==> config.mk <==
export PLATFORM = sky130hd
export DESIGN_NAME = alpha_pmod_readout
export DESIGN_NICKNAME = d
export VERILOG_FILES = /design/src/common/alpha_pkg.sv /design/src/verilog/alpha_pmod_readout.sv /design/src/verilog/nybble_fifo.sv /design/src/verilog/pmod_handshake.sv /design/src/verilog/readout/nybble_splitter.sv /design/src/verilog/readout/word_aligner.sv
export SDC_FILE = /design/constraint.sdc
export NUM_CORES = 1
export LEC_CHECK = 0
export BUFFER_PORTS_ARGS = -buffer_cell sky130_fd_sc_hd__buf_4
export CORE_UTILIZATION = 55
export CTS_CLUSTER_SIZE = 20
export DETAILED_ROUTE_END_ITERATION = 10
export PLACE_DENSITY_LB_ADDON = 0.1
export SLEW_MARGIN = 20
export SYNTH_ARGS = -nofsm -noshare
export SYNTH_HDL_FRONTEND = slang
export SYNTH_SLANG_ARGS = --single-unit
export TNS_END_PERCENT = 1
==> constraint.sdc <==
create_clock -name clock -period 5.87 [get_ports clock]
set_input_delay 1.174 -clock clock [delete_from_list [all_inputs] [get_ports clock]]
set_output_delay 1.174 -clock clock [all_outputs]
set_load 0.05 [all_outputs]
==> src/common/alpha_pkg.sv <==
package alpha_pkg;

	// ------------------------------------------------------------
	// widths of the readout path
	// ------------------------------------------------------------
	localparam int WORD_WIDTH = 16; // bits per frame word
	localparam int NYBBLE_WIDTH = 4; // pmod data lines
	localparam int NYBBLES_PER_WORD = WORD_WIDTH / NYBBLE_WIDTH; // four

	// upper byte of the header word, opens every frame
	localparam logic [7:0] HEADER_MARKER = 8'ha5;

	// ------------------------------------------------------------
	// fifo entry
	// ------------------------------------------------------------
	// top bit is the msn flag, the rest is the nybble itself
	typedef logic [NYBBLE_WIDTH:0] nybble_entry_t;

	// ------------------------------------------------------------
	// frame word, msb arrives first on the serial line
	// ------------------------------------------------------------
	typedef union packed {
		// header view
		struct packed {
			logic [7:0] marker; // must equal HEADER_MARKER
			logic [7:0] sample_count; // 0 means 256
		} header;
		// sample view
		struct packed {
			logic [3:0] channel; // goes out first, with msn set
			logic [11:0] adc_value; // then top, middle, bottom nybble
		} sample;
	} alpha_word_t;

endpackage

==> src/verilog/alpha_pmod_readout.sv <==
module alpha_pmod_readout #(
	parameter int FIFO_DEPTH_LOG2 = 5 // 32 nybbles
) (
	input logic clock,
	input logic reset,
	input logic input_bit,
	input logic bit_valid,
	input logic acknowledge,
	output logic [alpha_pkg::NYBBLE_WIDTH-1:0] pmod_nybble,
	output logic pmod_msn,
	output logic pmod_strobe,
	output logic overflow
);
	import alpha_pkg::*;

	logic word_valid;
	alpha_word_t word;
	logic write_enable;
	nybble_entry_t write_entry;
	logic full;
	nybble_entry_t read_entry;
	logic empty;
	logic read_enable;

	// ------------------------------------------------------------
	// input side
	// ------------------------------------------------------------
	word_aligner i_word_aligner (
		.clock(clock),
		.reset(reset),
		.input_bit(input_bit),
		.bit_valid(bit_valid),
		.word_valid(word_valid),
		.word(word)
	);

	// ------------------------------------------------------------
	// processing
	// ------------------------------------------------------------
	nybble_splitter i_nybble_splitter (
		.clock(clock),
		.reset(reset),
		.word_valid(word_valid),
		.word(word),
		.full(full),
		.write_enable(write_enable),
		.write_entry(write_entry),
		.overflow(overflow)
	);

	nybble_fifo #(
		.FIFO_DEPTH_LOG2(FIFO_DEPTH_LOG2)
	) i_nybble_fifo (
		.clock(clock),
		.reset(reset),
		.write_enable(write_enable),
		.write_entry(write_entry),
		.full(full),
		.read_enable(read_enable),
		.read_entry(read_entry),
		.empty(empty)
	);

	// output side, towards the pmod receiver
	pmod_handshake i_pmod_handshake (
		.clock(clock),
		.reset(reset),
		.read_entry(read_entry),
		.empty(empty),
		.read_enable(read_enable),
		.acknowledge(acknowledge),
		.pmod_nybble(pmod_nybble),
		.pmod_msn(pmod_msn),
		.pmod_strobe(pmod_strobe)
	);

endmodule

==> src/verilog/nybble_fifo.sv <==
module nybble_fifo #(
	parameter int FIFO_DEPTH_LOG2 = 5
) (
	input logic clock,
	input logic reset,
	input logic write_enable,
	input alpha_pkg::nybble_entry_t write_entry,
	output logic full,
	input logic read_enable, // pops the head
	output alpha_pkg::nybble_entry_t read_entry, // valid whenever not empty
	output logic empty
);
	import alpha_pkg::*;

	localparam int DEPTH = 1 << FIFO_DEPTH_LOG2;

	nybble_entry_t memory [DEPTH]; // no reset
	logic [FIFO_DEPTH_LOG2-1:0] write_pointer;
	logic [FIFO_DEPTH_LOG2-1:0] read_pointer;
	logic [FIFO_DEPTH_LOG2:0] occupancy; // one extra bit to tell full from empty

	// ------------------------------------------------------------
	// storage
	// ------------------------------------------------------------
	always_ff @(posedge clock) begin
		if (write_enable) begin
			memory[write_pointer] <= write_entry;
		end
	end

	assign read_entry = memory[read_pointer]; // fall-through head

	// ------------------------------------------------------------
	// pointers and occupancy
	// ------------------------------------------------------------
	always_ff @(posedge clock) begin
		if (reset) begin
			write_pointer <= '0;
			read_pointer <= '0;
			occupancy <= '0;
		end else begin
			if (write_enable) begin
				write_pointer <= write_pointer + 1'b1; // wraps at DEPTH
			end
			if (read_enable) begin
				read_pointer <= read_pointer + 1'b1;
			end
			case ({write_enable, read_enable})
				2'b10: occupancy <= occupancy + 1'b1;
				2'b01: occupancy <= occupancy - 1'b1;
				default: occupancy <= occupancy; // none, or both at once
			endcase
		end
	end

	assign full = occupancy[FIFO_DEPTH_LOG2]; // only set at exactly DEPTH
	assign empty = (occupancy == '0);

	// ------------------------------------------------------------
	// neighbours must respect the flags
	// ------------------------------------------------------------
	a_no_write_when_full : assert property (
		@(posedge clock) disable iff (reset)
		full |-> !write_enable
	) else $error("fifo written while full");

	a_no_read_when_empty : assert property (
		@(posedge clock) disable iff (reset)
		empty |-> !read_enable
	) else $error("fifo read while empty");

endmodule

==> src/verilog/pmod_handshake.sv <==
module pmod_handshake (
	input logic clock,
	input logic reset,
	input alpha_pkg::nybble_entry_t read_entry,
	input logic empty,
	output logic read_enable,
	input logic acknowledge, // from the receiver, asynchronous
	output logic [alpha_pkg::NYBBLE_WIDTH-1:0] pmod_nybble,
	output logic pmod_msn,
	output logic pmod_strobe
);
	import alpha_pkg::*;

	localparam logic [1:0] IDLE = 2'd0; // waiting for the fifo
	localparam logic [1:0] STROBING = 2'd1; // data out, strobe high
	localparam logic [1:0] RELEASING = 2'd2; // waiting for ack to drop

	logic [1:0] state;
	logic ack_meta; // first synchronizer stage
	logic ack_sync;
	logic load;

	// ------------------------------------------------------------
	// acknowledge synchronizer
	// ------------------------------------------------------------
	always_ff @(posedge clock) begin
		if (reset) begin
			ack_meta <= 1'b0;
			ack_sync <= 1'b0;
		end else begin
			ack_meta <= acknowledge;
			ack_sync <= ack_meta;
		end
	end

	assign load = (state == IDLE) && !empty;
	assign read_enable = (state == STROBING) && ack_sync; // pop as strobe drops

	// head entry stays in the fifo until acknowledged
	always_ff @(posedge clock) begin
		if (load) begin
			pmod_nybble <= read_entry[NYBBLE_WIDTH-1:0];
			pmod_msn <= read_entry[NYBBLE_WIDTH];
		end
	end

	// ------------------------------------------------------------
	// four-phase sender
	// ------------------------------------------------------------
	always_ff @(posedge clock) begin
		if (reset) begin
			state <= IDLE;
			pmod_strobe <= 1'b0;
		end else begin
			case (state)
				IDLE: if (load) begin
					pmod_strobe <= 1'b1; // data goes out with the strobe
					state <= STROBING;
				end
				STROBING: if (ack_sync) begin
					pmod_strobe <= 1'b0;
					state <= RELEASING;
				end
				RELEASING: if (!ack_sync) begin
					state <= IDLE; // receiver let go
				end
				default: state <= IDLE;
			endcase
		end
	end

	a_data_stable : assert property (
		@(posedge clock) disable iff (reset)
		pmod_strobe && $past(pmod_strobe) |-> $stable(pmod_nybble) && $stable(pmod_msn)
	) else $error("pmod data changed while strobe high");

endmodule

==> src/verilog/readout/nybble_splitter.sv <==
module nybble_splitter (
	input logic clock,
	input logic reset,
	input logic word_valid,
	input alpha_pkg::alpha_word_t word,
	input logic full, // from the fifo
	output logic write_enable,
	output alpha_pkg::nybble_entry_t write_entry,
	output logic overflow // sticky, cleared by reset only
);
	import alpha_pkg::*;

	localparam int INDEX_WIDTH = $clog2(NYBBLES_PER_WORD);
	localparam logic [INDEX_WIDTH-1:0] LAST_INDEX = INDEX_WIDTH'(NYBBLES_PER_WORD - 1);

	alpha_word_t held_word; // payload, no reset
	logic [INDEX_WIDTH-1:0] index; // which nybble goes out next
	logic busy; // four write cycles in progress
	logic [NYBBLE_WIDTH-1:0] nybble;

	// channel first, then adc_value top to bottom
	always_comb begin
		case (index)
			2'd0: nybble = held_word.sample.channel;
			2'd1: nybble = held_word.sample.adc_value[11:8];
			2'd2: nybble = held_word.sample.adc_value[7:4];
			default: nybble = held_word.sample.adc_value[3:0];
		endcase
	end

	assign write_entry = {(index == '0), nybble}; // msn only on the channel
	assign write_enable = busy && !full; // dropped when full

	always_ff @(posedge clock) begin
		if (word_valid) begin
			held_word <= word;
		end
	end

	// ------------------------------------------------------------
	// index and overflow
	// ------------------------------------------------------------
	always_ff @(posedge clock) begin
		if (reset) begin
			busy <= 1'b0;
			index <= '0;
			overflow <= 1'b0;
		end else begin
			if (word_valid) begin
				busy <= 1'b1;
				index <= '0;
			end else if (busy) begin
				index <= index + 1'b1;
				if (index == LAST_INDEX) begin
					busy <= 1'b0;
				end
			end
			if (busy && full) begin
				overflow <= 1'b1; // a nybble was lost
			end
		end
	end

	// aligner needs 16 accepted bits per word, so it never catches up
	a_no_overrun : assert property (
		@(posedge clock) disable iff (reset)
		word_valid |-> !busy
	) else $error("new word arrived while still splitting the last one");

endmodule

==> src/verilog/readout/word_aligner.sv <==
module word_aligner (
	input logic clock,
	input logic reset,
	input logic input_bit, // serial data, msb first
	input logic bit_valid, // qualifies input_bit
	output logic word_valid, // one cycle per sample word
	output alpha_pkg::alpha_word_t word
);
	import alpha_pkg::*;

	localparam int BIT_COUNT_WIDTH = $clog2(WORD_WIDTH);
	localparam logic [BIT_COUNT_WIDTH-1:0] LAST_BIT = BIT_COUNT_WIDTH'(WORD_WIDTH - 1);
	localparam int SAMPLES_WIDTH = 9; // enough for 256

	alpha_word_t next_word; // shift register after the current bit
	logic hunting; // looking for the header marker
	logic [BIT_COUNT_WIDTH-1:0] bit_count;
	logic [SAMPLES_WIDTH-1:0] samples_left;
	logic marker_seen;
	logic [SAMPLES_WIDTH-1:0] frame_samples;

	// ------------------------------------------------------------
	// shift and compare
	// ------------------------------------------------------------
	always_comb begin
		next_word = {word[WORD_WIDTH-2:0], input_bit}; // msb first
	end

	// only compare once the register holds 16 fresh bits
	// so the tail of the last sample can never fake a header
	assign marker_seen = hunting && (bit_count == LAST_BIT)
		&& (next_word.header.marker == HEADER_MARKER);

	// sample count of 0 stands for a full 256
	always_comb begin
		if (next_word.header.sample_count == 8'd0) begin
			frame_samples = 9'd256;
		end else begin
			frame_samples = {1'b0, next_word.header.sample_count};
		end
	end

	// ------------------------------------------------------------
	// hunt / sample counter
	// ------------------------------------------------------------
	always_ff @(posedge clock) begin
		word_valid <= 1'b0; // pulse only
		if (reset) begin
			word <= '0;
			hunting <= 1'b1;
			bit_count <= '0;
			samples_left <= '0;
		end else if (bit_valid) begin
			word <= next_word; // also holds the sample for the splitter
			if (hunting) begin
				if (marker_seen) begin
					hunting <= 1'b0; // header consumed here
					bit_count <= '0;
					samples_left <= frame_samples;
				end else if (bit_count != LAST_BIT) begin
					bit_count <= bit_count + 1'b1; // saturates while filling
				end
			end else begin
				bit_count <= bit_count + 1'b1; // wraps to 0 after bit 15
				if (bit_count == LAST_BIT) begin
					word_valid <= 1'b1;
					samples_left <= samples_left - 1'b1;
					if (samples_left == 9'd1) begin
						hunting <= 1'b1; // last sample of the frame
					end
				end
			end
		end
	end

	// ------------------------------------------------------------
	// checks
	// ------------------------------------------------------------
	// the splitter needs four quiet cycles, back-to-back words would break it
	a_word_valid_single : assert property (
		@(posedge clock) disable iff (reset)
		word_valid |=> !word_valid
	) else $error("word_valid high on two consecutive cycles");

endmodule
; After elaboration in Yosys (flattened, before gate mapping)
; Memories as Yosys holds them, arrays and structs flattened. A register that Yosys moved wholly into a read port is not among the register bits.
; Cells that the tools add are included.
; Widths: inputs -> output; s select.
[totals]
register_bits = 72
ramBits = 160
inputBits = 5
output_inout_bits = 7
elab_cells = 88
mem_count = 1
[classes]
n_addsub = 7
n_eq_ne = 16
muxes = 26
bitwise_logic = 1
n_reduce_logical = 21
[memory_table]
columns = name, depth, word_bits, rd, rd_clocked_by_memory_dff, wr, line
row1 = i_nybble_fifo.memory, 32, 5, 1, 1, 1, nybble_fifo.sv:17  ; nybble_entry_t memory [DEPTH];
[ops]
columns = op, count
row1 = $mux 9, 4
row2 = $mux 1, 12
row3 = $mux 4, 3
row4 = $pmux 4 s3, 1
row5 = $pmux 6 s2, 1
row6 = $add 5x1->5 const B, 2
row7 = $eq 9x1->1 const B, 1
row8 = $reduce_and 3->1, 3
row9 = $sub 9x1->9 const B, 1
row10 = $eq 2x2->1 const B, 4
row11 = $eq 8x8->1 const B, 1
row12 = $logic_not 8->1, 1
row13 = $add 6x1->6 const B, 1
row14 = $eq 2x1->1 const B, 3
row15 = $logic_and 1x1->1, 6
row16 = $logic_not 6->1, 1
row17 = $mux 2, 3
row18 = $pmux 2 s3, 1
row19 = $reduce_bool 2->1, 3
row20 = $sub 6x1->6 const B, 1
row21 = $add 4x1->4 const B, 1
row22 = $eq 4x4->1 const B, 1
row23 = $logic_not 2->1, 2
row24 = $ne 2x1->1 const B, 2
row25 = other kinds (10), 12

; Longest topological paths before layout
[depth]
word_depth = 5
ltp_mapped = 11
ltp_nobuf = 9

; Hierarchy
; From an unflattened synthesis, not the netlist that was laid out.
[unflattened]
cells_unflattened = 700
hier_area_um2 = 10037.1
[modules_own_cells]
columns = module, instances, cells_each, area_each_um2, seq_area_each_um2
row1 = nybble_fifo, 1, 456, 7382.1, 5225.0
row2 = word_aligner, 1, 171, 1530.2, 620.6
row3 = nybble_splitter, 1, 49, 787.0, 560.5
row4 = pmod_handshake, 1, 24, 337.8, 250.2

; Worst setup path after synthesis
; Ideal clock, no wire load.
[synth_path]
path_kind = register to register
from = reg i_nybble_splitter.busy
to = reg i_nybble_fifo.occupancy[4]
setup_time_ps = 121
arrival_time_ps = 2436
required_time_ps = 5749
slack_ps = 3313
path_stages_with_launch = 12
path_buffers = 2
period_less_slack_ps = 2557
path_cell_list = dfxtp_1 > nor2b_1 > clkbuf_1 > inv_1 > ha_1 > clkbuf_1 > xor2_1 > ha_1 > a21oi_1 > a32oi_1 > a31oi_1 > mux2_2
[synth_via]
elab_chain_len = 3
elab_cells_between_ends = 5
cone_classes = eq/ne (2) / mux (1) / reduce/logical (2)
[synth_lines]
columns = element, line
row1 = from (decl), nybble_splitter.sv:18  ; logic busy;
row2 = from (signal assigned), nybble_splitter.sv:45  ; busy <= 1'b0;
row3 = from (signal assigned), nybble_splitter.sv:50  ; busy <= 1'b1;
row4 = from (signal assigned), nybble_splitter.sv:55  ; busy <= 1'b0;
row5 = $logic_and 1x1->1 (*), nybble_splitter.sv:32  ; assign write_enable = busy && !full;
row6 = $eq 2x1->1 / $eq 2x2->1 (equally long branches), nybble_fifo.sv:48  ; case ({write_enable, read_enable})
row7 = $pmux 6 s2 / $reduce_bool 2->1 (equally long branches), --
row8 = to (signal assigned), nybble_fifo.sv:49  ; 2'b10: occupancy <= occupancy + 1'b1;
row9 = to (signal assigned), nybble_fifo.sv:50  ; 2'b01: occupancy <= occupancy - 1'b1;
row10 = to (signal assigned), nybble_fifo.sv:51  ; default: occupancy <= occupancy;
row11 = to (decl), nybble_fifo.sv:20  ; logic [FIFO_DEPTH_LOG2:0] occupancy;
; Mark *: on every way between the ends. The rest lies on a longest branch, timed or not.
; A chain may end at the register's enable or synchronous reset.

; Worst setup path in the final report
; Same ends and word-level chain as after synthesis.

==> results.md <==
* Relative slew slack at a little under a quarter
* Post-DP HPWL at roughly 12000 µm
* Mapped Area at roughly 0.0098 mm²
* Die ar. at approximately 0.018 mm²
* Setup TNS at 0 ns
* Layout fillers at approximately 1300
* Reg2reg path depth at 9
* Vias in the first global route at about 5600
* Starting Density at a little under three fifths
* VDD IR-drop max at about 0.00023 V
* Cts bufs inserted at 24
* IO Pins at 12
* Gate Count Post-Synth at between 600 and 700
* Mapped Nets at about 700
* RSZ-0062 raised after global routing: no
* # resized after CTS at 0
* Post-CTS Hold Buffers at 0
* Final Max Tran Viols at 0
* CTS max path bufs at 3
* Final setup viols at 0
* Post-DR wirelength/cell at roughly 20 µm
* Grt ovf at 0
* Setup Crit Path Kind: flip-flop to flip-flop
* Final min period at around 2.9 ns
* Die W at between 100 and 150 µm
* Post-synth ARST share at 0%
* Layout Nets at 719
* Post-synth EDFFs at between 150 and 200
* CTS root buf: clkbuf_16
* Row cnt at 48
* First-pass GRT wire length at slightly below 30000 µm
* Drt first pass iters at 5
* Finished Layout Cells at about 940
* Layout cell share with drive strength beyond 1 at between 10% and 20%
* Max Fclk at ~350 MHz
* Core ar. at 0.0174 mm²
* Max-Cap Viols at 0
* Register area share after synthesis at about two thirds
* CTS tree: done
* Antenna violations before repair at 0
* Power Density at approximately 300 mW/mm²
* Final period util at 48.7%
* Drt drc at 0
* Synth unique cells at 63
* Leak at approximately 3.5 nW
* Post-CTS Setup Inserts at 0
* Tot GR Track Use at between 20% and 30%
* Final hold slack at roughly 0.44 ns
* Hold WC Path Type: flip-flop to flip-flop
* RD Place Congestion at roughly 0.8
* Crit end category: flip-flop
* Remaining antenna violation count at 0
* # diodes at 0
* Startpoint Class: flip-flop
* Status: completed
* Vias per cell at approximately 6.0
* Min-Delay Path Depth at 1
* Dominant synthesized flop cell: edfxtp_1
* Synth Warn # at 0
* Worst-Skew Late Latency at just over 0.5 ns
* Final Hold Vio Count at 0
* Chip height at 136 µm
* Via count at 5663
* Synth Register Bits at about 240
* Post-Place Cells at about 900
* IO Port Bufs at 11
* Drt total wl at approximately 19000 µm
* Required @ worst endpoint at about 6.3 ns
* Worst Path Max Fanout at 10
* Clk_skew at 0.00639 ns
* Reg clk slew, reported paths at 0.06 ns
* Final core occ at 62.5%
* TritonCTS Sinks at 237
* Syn avg cell area at about 14 µm²
* Worst-margin pin slew at between 1 and 1.5 ns
* Initial drt markers at ~320
* CP arrival at approximately 3.3 ns
* CTS H-tree lvls at 1
* Largest net degree at the start of global routing at 61
* Layout area overhead at 10.4%
## cell usage after synthesis (3+ instances only)
library cell / count / area, µm²
nand2_1: 27 / 101
nand3_1: 23 / 115
clkbuf_1: 19 / 71.3
nor4_1: 3 / 18.8
a221oi_1: 5 / 43.8
xor2_1: 9 / 78.8
buf_1: 7 / 26.3
xnor2_1: 5 / 43.8
a21oi_1: 28 / 140
a31oi_1: 8 / 50.1
or3b_2: 3 / 26.3
edfxtp_1: 181 / 5440
mux2i_1: 62 / 621
ha_1: 15 / 188
a21o_1: 3 / 22.5
buf_2: 10 / 50.1
mux4_2: 20 / 450
nor3_1: 8 / 40.0
o21ai_0: 7 / 35.0
or4_1: 5 / 37.5
a22o_1: 5 / 43.8
mux2_2: 3 / 33.8
nand4_1: 10 / 62.6
inv_1: 10 / 37.5
or3_1: 4 / 25.0
dfxtp_1: 56 / 1120
nand2b_1: 3 / 18.8
nand3b_1: 5 / 37.5
nor2_1: 81 / 304
a22oi_1: 11 / 82.6
nor3b_1: 3 / 22.5
a222oi_1: 4 / 40.0
nor2b_1: 9 / 56.3
and4_1: 3 / 26.3
## cell usage in the layout, fill, tap and decap left out, types with 4 or more instances in the layout
cell type / count
edfxtp_1: 181
nor2_1: 81
mux2i_1: 62
dfxtp_1: 55
nand2_1: 27
clkbuf_16: 25
a21oi_1: 24
nand3_1: 23
mux4_2: 20
buf_4: 17
ha_1: 14
a22oi_1: 11
clkinv_2: 11
inv_1: 10
nand4_1: 10
xor2_1: 9
nor2b_1: 9
nor3_1: 8
a31oi_1: 8
o21ai_0: 7
a22o_1: 5
a221oi_1: 5
nand3b_1: 5
xnor2_1: 5
or4_1: 5
a222oi_1: 4
or3_1: 4
clkbuf_1: 4
## path summary, 6_finish.rpt
check	slack (ns)	to	startpoint
worst min register to register	0.44	i_pmod_handshake.ack_sync$_SDFF_PP0_	i_pmod_handshake.ack_meta$_SDFF_PP0_
worst max register to register	3.01	i_nybble_fifo.occupancy[4]$_SDFFE_PP0P_	i_nybble_splitter.busy$_SDFF_PP0_
worst min-delay path	0.44	i_pmod_handshake.ack_sync$_SDFF_PP0_	i_pmod_handshake.ack_meta$_SDFF_PP0_
worst max-delay path	3.01	i_nybble_fifo.occupancy[4]$_SDFFE_PP0P_	i_nybble_splitter.busy$_SDFF_PP0_
## flip-flops by register name, summed over array words and instances (netlist names), 2 cells and up
signal,count
i_nybble_splitter.held_word,16
i_nybble_fifo.occupancy,6
i_nybble_splitter.index,2
i_pmod_handshake.state,2
i_word_aligner.word,16
i_word_aligner.bit_count,4
i_word_aligner.samples_left,9
i_nybble_fifo.read_pointer,5
i_nybble_fifo.memory,160
i_pmod_handshake.pmod_nybble,4
i_nybble_fifo.write_pointer,5
## cells by family (layout without fill, tap and decap cells)
logic type	count (synthesis)	count (layout)	synth area share [%]
buffers and inverters	48	72	2.04
and+or+nand+nor	203	203	10.5
adders and majority gates	15	15	1.91
muxes	86	86	11.4
xor gates and xnor gates	14	14	1.25
DFF	237	237	66.7
AOI/OAI and AO/OA	90	90	6.24
## stage by stage
stage / power (mW) / worst slack (ns) / cell area, µm²
5_1_grt: 3.34 / 2.83 / 10800
6_report: 3.25 / 3.01 / 10800
3_3_place_gp: 1.85 / 3.05 / 10100
3_5_place_dp: 1.85 / 2.83 / 10100
4_1_cts: 3.28 / 2.80 / 10800
2_1_floorplan: 1.84 / 3.31 / 9820
## metal layers
layer	up-vias	routed length (µm)	part of all wire [%]	track usage (%)
met4	0	518	2.8	7.49
met3	35	807	4.3	3.03
met5	-	0	0	0
met1	2841	7880	42	26.8
li1	2666	-	-	-
met2	121	9610	51	37.3
## critical path: stages (launching register included)
cell	delay (ns)
dfxtp_1	0.41
nor2b_1	0.56
inv_1	0.14
ha_1	0.35
xor2_1	0.19
ha_1	0.23
a21oi_1	0.22
a32oi_1	0.14
a31oi_1	0.17
mux2_2	0.34
## final cells by class
cell class                 count  area [µm²]  share of cell area (%)
timing repair buffer          17         128                    1.18
sequential                   237        6560                    60.4
inverter                      11        41.3                   0.381
tap                          225         282                    2.60
multi-input combinational    408        3090                    28.5
clock buffer                  30         654                    6.03
clock inverter                14        92.6                   0.854
## report_power, final
group	switching (mW)	internal, mW	total [mW]
clock network	0.602	0.832	1.43
logic	0.0159	0.0114	0.0273
registers	0.00422	1.78	1.79
Power figures use the tool's default switching activity.
